$ cat config.mk
export PLATFORM = sky130hd
export DESIGN_NAME = io_top
export DESIGN_NICKNAME = d
export VERILOG_FILES = /design/src/common/io_pkg.sv /design/src/int_ctrl/edge_sync.sv /design/src/int_ctrl/int_ctrl.sv /design/src/timers/tick_counter.sv /design/src/timers/period_timer.sv /design/src/rtl/io_decode.sv /design/src/rtl/io_top.sv
export SDC_FILE = /design/constraint.sdc
export NUM_CORES = 1
export LEC_CHECK = 0
export BUFFER_PORTS_ARGS = -buffer_cell sky130_fd_sc_hd__buf_4
export CAP_MARGIN = 20
export CORE_MARGIN = 8
export CORE_UTILIZATION = 55
export DETAILED_ROUTE_END_ITERATION = 16
export HOLD_SLACK_MARGIN = 0.08
export PLACE_DENSITY_LB_ADDON = 0.08
export SLEW_MARGIN = 20
export SYNTH_ARGS = -nofsm -noshare
export SYNTH_HDL_FRONTEND = slang
export SYNTH_SLANG_ARGS = --single-unit
$ cat constraint.sdc
create_clock -name clk -period 2.75 [get_ports clk]
set_clock_uncertainty 0.15 [all_clocks]
set_input_delay 0.275 -clock clk [delete_from_list [all_inputs] [get_ports clk]]
set_output_delay 0.275 -clock clk [all_outputs]
set_load 0.05 [all_outputs]
$ cat src/common/io_pkg.sv
`default_nettype none

package io_pkg;

  // Bus widths
  localparam int WORD_W = 16;
  localparam int ADDR_W = 16;

  typedef logic [WORD_W-1:0] word_t;
  typedef logic [ADDR_W-1:0] io_addr_t;

  // Counter widths, both split into bus words for access
  localparam int TICK_W  = 48;
  localparam int TIMER_W = 32;

  // Interrupt numbering
  // External requests sit on the lowest lines, timer on the top one
  localparam int NUM_INT   = 8;
  localparam int TIMER_INT = 7;

  // Interrupt controller
  localparam io_addr_t ADR_INT_FLAGS = 16'd40;
  localparam io_addr_t ADR_INT_MASK  = 16'd50;

  // Tick sample, low word first
  localparam io_addr_t ADR_TICKSS_L  = 16'd105;
  localparam io_addr_t ADR_TICKSS_H  = 16'd106;
  localparam io_addr_t ADR_TICKSS_HH = 16'd107;

  // Write-only, data ignored
  localparam io_addr_t ADR_TICK_SAMPLE = 16'd109;

  // Period timer reload value
  localparam io_addr_t ADR_TIMER_L = 16'd110;
  localparam io_addr_t ADR_TIMER_H = 16'd111;

  // General port
  localparam io_addr_t ADR_PORT_IN  = 16'd310;
  localparam io_addr_t ADR_PORT_OUT = 16'd311;
  localparam io_addr_t ADR_PORT_DIR = 16'd312;

endpackage

`default_nettype wire

$ cat src/int_ctrl/edge_sync.sv
`timescale 1ns/100ps
`default_nettype none

module edge_sync #(
  parameter int NUM_EXT_INT = 4
) (
  input  logic                    clk,
  input  logic                    resetq,
  input  logic [NUM_EXT_INT-1:0]  pins,
  output logic [NUM_EXT_INT-1:0]  rise
);

  // Stage 1 and 2 resolve metastability, stage 3 is the previous value
  logic [NUM_EXT_INT-1:0] sync_1;
  logic [NUM_EXT_INT-1:0] sync_2;
  logic [NUM_EXT_INT-1:0] sync_3;

  always_ff @(posedge clk)
  begin
    if (!resetq)
    begin
      sync_1 <= '0;
      sync_2 <= '0;
      sync_3 <= '0;
    end
    else
    begin
      sync_1 <= pins;
      sync_2 <= sync_1;
      sync_3 <= sync_2;
    end
  end

  // One-cycle pulse per low-to-high transition
  assign rise = sync_2 & ~sync_3;

endmodule

`default_nettype wire

$ cat src/int_ctrl/int_ctrl.sv
`timescale 1ns/100ps
`default_nettype none

module int_ctrl #(
  parameter int NUM_EXT_INT = 4
) (
  input  logic                       clk,
  input  logic                       resetq,
  input  io_pkg::word_t              io_wdata,
  input  logic                       wr_flags,
  input  logic                       wr_mask,
  input  logic [NUM_EXT_INT-1:0]     ext_rise,
  input  logic                       timer_expire,
  output io_pkg::word_t              int_flags,
  output io_pkg::word_t              int_mask,
  output logic [io_pkg::NUM_INT-1:0] int_rqst
);

  localparam int N = io_pkg::NUM_INT;

  logic [N-1:0] pending;
  logic [N-1:0] set_req;

  // Requests by line number
  // Lines between the external pins and the timer stay idle
  always_comb
  begin
    set_req = '0;
    set_req[NUM_EXT_INT-1:0] = ext_rise;
    set_req[io_pkg::TIMER_INT] = timer_expire;
  end

  always_ff @(posedge clk)
  begin
    if (!resetq)
    begin
      int_flags <= '1;
      int_mask  <= '0;
    end
    else
    begin
      if (wr_flags)
        int_flags <= io_wdata;
      if (wr_mask)
        int_mask <= io_wdata;
    end
  end

  // A 0 in a flag bit clears its pending bit on every edge
  // A new request on the same edge wins
  always_ff @(posedge clk)
  begin
    if (!resetq)
      pending <= '0;
    else
      pending <= set_req | (pending & int_flags[N-1:0]);
  end

  assign int_rqst = pending & int_mask[N-1:0];

  // A newly written mask takes hold on the very next cycle
  assert property (@(posedge clk) disable iff (!resetq)
    wr_mask |=> ((int_rqst & ~$past(io_wdata[N-1:0])) == '0))
    else $error("interrupt request outside enable mask");

endmodule

`default_nettype wire

$ cat src/timers/tick_counter.sv
`timescale 1ns/100ps
`default_nettype none

module tick_counter (
  input  logic                       clk,
  input  logic                       resetq,
  input  logic                       wr_sample,
  output logic [io_pkg::TICK_W-1:0]  tick_sample
);

  logic [io_pkg::TICK_W-1:0] ticks;

  // Free-running, wraps after 2**48 cycles
  always_ff @(posedge clk)
  begin
    if (!resetq)
      ticks <= '0;
    else
      ticks <= ticks + 1'b1;
  end

  // Snapshot so software reads all three words from one instant
  // Captures the count from before the write edge
  always_ff @(posedge clk)
  begin
    if (!resetq)
      tick_sample <= '0;
    else if (wr_sample)
      tick_sample <= ticks;
  end

endmodule

`default_nettype wire

$ cat src/timers/period_timer.sv
`timescale 1ns/100ps
`default_nettype none

module period_timer (
  input  logic           clk,
  input  logic           resetq,
  input  io_pkg::word_t  io_wdata,
  input  logic           wr_reload_lo,
  input  logic           wr_reload_hi,
  output logic           expire
);

  localparam int W = io_pkg::WORD_W;

  logic [io_pkg::TIMER_W-1:0] reload;
  logic [io_pkg::TIMER_W-1:0] count;

  always_ff @(posedge clk)
  begin
    if (!resetq)
    begin
      reload <= '0;
      count  <= '0;
    end
    else
    begin
      if (wr_reload_lo)
        reload[W-1:0] <= io_wdata;
      // High word write restarts the period with the new value
      if (wr_reload_hi)
      begin
        reload[2*W-1:W] <= io_wdata;
        count <= {io_wdata, reload[W-1:0]};
      end
      // Clearing the whole reload value stops a running period at once
      else if (wr_reload_lo && (io_wdata == '0) && (reload[2*W-1:W] == '0))
        count <= '0;
      else if (count == 1)
        count <= reload;
      else if (count != '0)
        count <= count - 1'b1;
      // A count of 0 means stopped
    end
  end

  // Last cycle of the period
  assign expire = (count == 1);

  assert property (@(posedge clk) disable iff (!resetq)
    (reload == '0) |-> !expire)
    else $error("timer expired with zero reload value");

endmodule

`default_nettype wire

$ cat src/rtl/io_decode.sv
`timescale 1ns/100ps
`default_nettype none

module io_decode (
  input  logic                       clk,
  input  logic                       resetq,
  input  io_pkg::io_addr_t           io_addr,
  input  logic                       io_wr,
  input  io_pkg::word_t              io_wdata,
  output logic                       wr_flags,
  output logic                       wr_mask,
  output logic                       wr_sample,
  output logic                       wr_reload_lo,
  output logic                       wr_reload_hi,
  input  io_pkg::word_t              int_flags,
  input  io_pkg::word_t              int_mask,
  input  logic [io_pkg::TICK_W-1:0]  tick_sample,
  input  io_pkg::word_t              port_in,
  output io_pkg::word_t              port_out,
  output io_pkg::word_t              port_oe,
  output io_pkg::word_t              io_rdata
);

  localparam int W = io_pkg::WORD_W;

  logic wr_port_out;
  logic wr_port_dir;

  // Write strobes, one per register
  assign wr_flags     = io_wr && (io_addr == io_pkg::ADR_INT_FLAGS);
  assign wr_mask      = io_wr && (io_addr == io_pkg::ADR_INT_MASK);
  assign wr_sample    = io_wr && (io_addr == io_pkg::ADR_TICK_SAMPLE);
  assign wr_reload_lo = io_wr && (io_addr == io_pkg::ADR_TIMER_L);
  assign wr_reload_hi = io_wr && (io_addr == io_pkg::ADR_TIMER_H);
  assign wr_port_out  = io_wr && (io_addr == io_pkg::ADR_PORT_OUT);
  assign wr_port_dir  = io_wr && (io_addr == io_pkg::ADR_PORT_DIR);

  // Port registers, a 1 in port_oe drives the pin
  always_ff @(posedge clk)
  begin
    if (!resetq)
    begin
      port_out <= '0;
      port_oe  <= '0;
    end
    else
    begin
      if (wr_port_out)
        port_out <= io_wdata;
      if (wr_port_dir)
        port_oe <= io_wdata;
    end
  end

  // Read mux
  // Unselected sources contribute zero, so unmapped and write-only addresses read 0
  assign io_rdata =
    ((io_addr == io_pkg::ADR_INT_FLAGS) ? int_flags : '0) |
    ((io_addr == io_pkg::ADR_INT_MASK)  ? int_mask  : '0) |
    ((io_addr == io_pkg::ADR_PORT_IN)   ? port_in   : '0) |
    ((io_addr == io_pkg::ADR_PORT_OUT)  ? port_out  : '0) |
    ((io_addr == io_pkg::ADR_PORT_DIR)  ? port_oe   : '0) |
    ((io_addr == io_pkg::ADR_TICKSS_L)  ? tick_sample[W-1:0]   : '0) |
    ((io_addr == io_pkg::ADR_TICKSS_H)  ? tick_sample[2*W-1:W] : '0) |
    ((io_addr == io_pkg::ADR_TICKSS_HH) ? tick_sample[3*W-1:2*W] : '0);

  // The blocks downstream assume a single register is written per cycle
  assert property (@(posedge clk) disable iff (!resetq)
    $onehot0({wr_flags, wr_mask, wr_sample, wr_reload_lo, wr_reload_hi,
              wr_port_out, wr_port_dir}))
    else $error("more than one write strobe active");

endmodule

`default_nettype wire

$ cat src/rtl/io_top.sv
`timescale 1ns/100ps
`default_nettype none

module io_top #(
  parameter int NUM_EXT_INT = 4
) (
  input  logic                        clk,
  input  logic                        resetq,
  input  io_pkg::io_addr_t            io_addr,
  input  logic                        io_wr,
  input  io_pkg::word_t               io_wdata,
  output io_pkg::word_t               io_rdata,
  input  logic [NUM_EXT_INT-1:0]      ext_int,
  input  io_pkg::word_t               port_in,
  output io_pkg::word_t               port_out,
  output io_pkg::word_t               port_oe,
  output logic [io_pkg::NUM_INT-1:0]  int_rqst
);

  logic wr_flags;
  logic wr_mask;
  logic wr_sample;
  logic wr_reload_lo;
  logic wr_reload_hi;

  io_pkg::word_t int_flags;
  io_pkg::word_t int_mask;

  logic [io_pkg::TICK_W-1:0] tick_sample;
  logic [NUM_EXT_INT-1:0]    ext_rise;
  logic                      timer_expire;

  io_decode u_decode (
    .clk          (clk),
    .resetq       (resetq),
    .io_addr      (io_addr),
    .io_wr        (io_wr),
    .io_wdata     (io_wdata),
    .wr_flags     (wr_flags),
    .wr_mask      (wr_mask),
    .wr_sample    (wr_sample),
    .wr_reload_lo (wr_reload_lo),
    .wr_reload_hi (wr_reload_hi),
    .int_flags    (int_flags),
    .int_mask     (int_mask),
    .tick_sample  (tick_sample),
    .port_in      (port_in),
    .port_out     (port_out),
    .port_oe      (port_oe),
    .io_rdata     (io_rdata)
  );

  edge_sync #(
    .NUM_EXT_INT (NUM_EXT_INT)
  ) u_edge_sync (
    .clk    (clk),
    .resetq (resetq),
    .pins   (ext_int),
    .rise   (ext_rise)
  );

  int_ctrl #(
    .NUM_EXT_INT (NUM_EXT_INT)
  ) u_int_ctrl (
    .clk          (clk),
    .resetq       (resetq),
    .io_wdata     (io_wdata),
    .wr_flags     (wr_flags),
    .wr_mask      (wr_mask),
    .ext_rise     (ext_rise),
    .timer_expire (timer_expire),
    .int_flags    (int_flags),
    .int_mask     (int_mask),
    .int_rqst     (int_rqst)
  );

  tick_counter u_tick_counter (
    .clk         (clk),
    .resetq      (resetq),
    .wr_sample   (wr_sample),
    .tick_sample (tick_sample)
  );

  period_timer u_period_timer (
    .clk          (clk),
    .resetq       (resetq),
    .io_wdata     (io_wdata),
    .wr_reload_lo (wr_reload_lo),
    .wr_reload_hi (wr_reload_hi),
    .expire       (timer_expire)
  );

endmodule

`default_nettype wire

==> out/results.ini <==
[yosys]
synth_common_cells=307 x nand2_1, 244 x dfxtp_1, 77 x a21boi_1
yosysWarnings=0
synthCells=1301
syn_area_per_cell_um2=8.60
yosys.area.top_type=dfxtp_1
synth-async-reset-ratio=0
synth_top_flop_cell=dfxtp_1
netlist_top_cells_area=dfxtp_1 44%, nand2_1 10%, a21boi_1 5.2%
synth-edff-count=0
yosysTopAreaCellShare=0.436
synth_seq_cells=244
synthesis.nets=1360
ys_seq_area_frac=0.436
yosysMostFrequentCell=nand2_1
ys_types=57
syn_area_um2=11200

[global_routing]
track_usage=0.258
antenna_found_initial=0
grt_pass1_wl_mm=51.4
grt_max_degree=109
grt_pass1_vias=9574
grt.overflow.total=0

[pwr]
p_leak_uw=0.00513
seq_power_share=0.392
pwr-share-comb=0.234
clkPwrFrac=0.374
peakVddDrop_uv=525
power.internal_uw=7150
fin_total_pwr_uw=10100
powerDensity_nw_per_um2=744
netSwitchingFraction=0.292
p_sw_uw=2950

[route]
postRouteAntennaNets=0
drt-total-wl_mm=32.1
drc=0
num_vias=9727
drt_pass1_iterations=6
post_drt_wl_per_cell_um=18.8
drt_iter0_drc=804
viasPerCell=5.72

[floorplan]
boundaryPins=111
rows=52
dieArea_um2=25200
core-area_um2=20100
initial_core_util=0.557
dieHeight_um=159
die_w_um=159

[critical_path]
critPathSlowestCell=or4_1
worstPathCellList=or4_1 > nor4_2 > nand4_2 > buf_4 > a211o_1 > a21oi_1
critPathCaptureType=flop
path_max_fanout=22
cpPeakStageDelay_ns=0.64
crit_type=flop to flop
start_kind=flop
arrival_ns=2.91
worstPathRequired_ns=3.03

[cells_and_area]
final_core_utilization=0.675
antenna_cells=0
layout-drive-gt1-share=0.163
synthToLayoutAreaGrowth_pct=21.3
finalNetCount=1472

[placed_design]
preCtsSetupSlack_ns=0.0949
portBuffers=110
gp_congestion=0.857
dp_hpwl_mm=22.2

[sta]
slew_headroom=0.502
worstMarginPinSlew_ns=0.744
fin_crit_sh=0.954
slew_viol_final=0
setup_ws_ns=0.126
fmax_mhz=381
rsz0062_at_grt=false
setup_viol=0
holdWs_ns=0.219
finalHoldViolations=0
timing.final.crit_period_ns=2.62
setup-tns-final_ns=0

[clock_tree]
numCtsBuffers=26
cts_tree=done
clockBufferDepth=3
cts_root_buffer=clkbuf_16
cts.sinks=244
clk_pin_slew_ns=0.06
h-tree-depth=1
clk_latency_ns=0.54

[min_path]
hold_class=input pin to flop

[status]
outcome=finished, final reports clean

[flow_run]
maxCapViolCount=0

routing by layer:
layer | global-route usage | wire length [um] | vias up
met3 | 0.0532 | 2270 | 77
met4 | 0.105 | 1220 | 0
met5 | 0 | 0 | -
met2 | 0.416 | 14900 | 320
met1 | 0.332 | 13700 | 4610
li1 | - | - | 4720
final cells by class:
cell class                      instances  area, um^2
Clock buffer                           32         683
Multi-Input combinational cell        964        5950
Tap cell                              270         338
Clock inverter                         15         236
Timing Repair Buffer                  172        1460
Fill cell                            1660        6530
Inverter                                5        18.8
Sequential cell                       244        4880
worst paths after layout:
| check | startpoint | end | cells past startpoint | slack [ns] |
|---|---|---|---|---|
| max | u_period_timer.count[16] | u_period_timer.count[31] | 6 | 0.13 |
| min | io_addr[4] | u_int_ctrl.int_flags[2] | 5 | 0.22 |
| max reg2reg | u_period_timer.count[16] | u_period_timer.count[31] | 6 | 0.13 |
| min reg2reg | u_edge_sync.sync_1[1] | u_edge_sync.sync_2[1] | 1 | 0.28 |
power by group through the flow:
stage / Combinational [uW] / Sequential (uW) / Clock (uW)
floorplan: 1780 / 3980 / 0
global placement: 2230 / 4020 / 0
detailed placement: 2280 / 4030 / 0
CTS: 2340 / 3950 / 3810
global route: 2620 / 3980 / 3970
finish: 2370 / 3960 / 3780
cells in the final DEF (no fill, tap or decap), types with 8 or more instances in the layout:
cell type	Yosys	layout
nand2_1	307	307
dfxtp_1	244	244
buf_4	4	141
a21boi_1	77	77
and2_1	65	65
a21boi_0	60	60
xnor2_1	49	49
nor2_1	41	41
nand3_1	40	40
o21ai_0	28	28
mux2i_1	27	27
clkbuf_16	0	26
nand4_1	25	25
nor2b_1	24	23
dlygate4sd3_1	0	22
a21oi_1	21	21
xor2_1	19	19
a22oi_1	16	16
mux2_2	16	16
a22o_1	16	16
a222oi_1	16	16
nor4_1	14	13
or4_1	11	11
and3_1	10	10
and4_1	9	9
buf_12	0	9
nand2b_1	8	8
clkinv_2	0	8
worst max-delay path: cells and delay by family, from the launching register on:
family | cells | cell delay [ns]
buffers and inverters | 1 | 0.31
AND/OR/NAND/NOR | 3 | 1.26
AO/OA/AOI/OAI | 2 | 0.47
flip-flops | 1 | 0.34
stage by stage:
step	instances	area, um^2
2_1_floorplan	1301	11200
3_3_place_gp	1631	12400
3_5_place_dp	1631	12400
4_1_cts	1700	13500
5_1_grt	1702	13600
6_report	1702	13600
what timing repair did:
item | 4_1_cts | 5_1_grt
buffers inserted | 0 | 2
resized for setup | 0 | 1
hold buffers | 22 | 0
endpoints found under the hold margin | 116 | 0
setup endpoints to repair | 0 | 18
sequential cells by signal, summed over array words and instances, names as in the netlist:
name                        cells
u_edge_sync.sync_3              4
u_int_ctrl.pending              8
u_decode.port_out              16
u_decode.port_oe               16
u_int_ctrl.int_mask            16
u_period_timer.count           32
u_tick_counter.tick_sample     48
u_period_timer.reload          32
u_edge_sync.sync_1              4
u_tick_counter.ticks           48
u_edge_sync.sync_2              4
u_int_ctrl.int_flags           16
cell families after synthesis:
kind of cell	Yosys count	share of synthesized area
AO/OA/AOI/OAI	253	0.164
XOR/XNOR	68	0.0532
adder cells (fa/ha/maj)	4	0.00447
buffers and inverters	93	0.0351
flip-flops	244	0.436
multiplexers	43	0.0402
AND/OR/NAND/NOR	596	0.266
No activity file was read; power rests on OpenSTA's default activity.
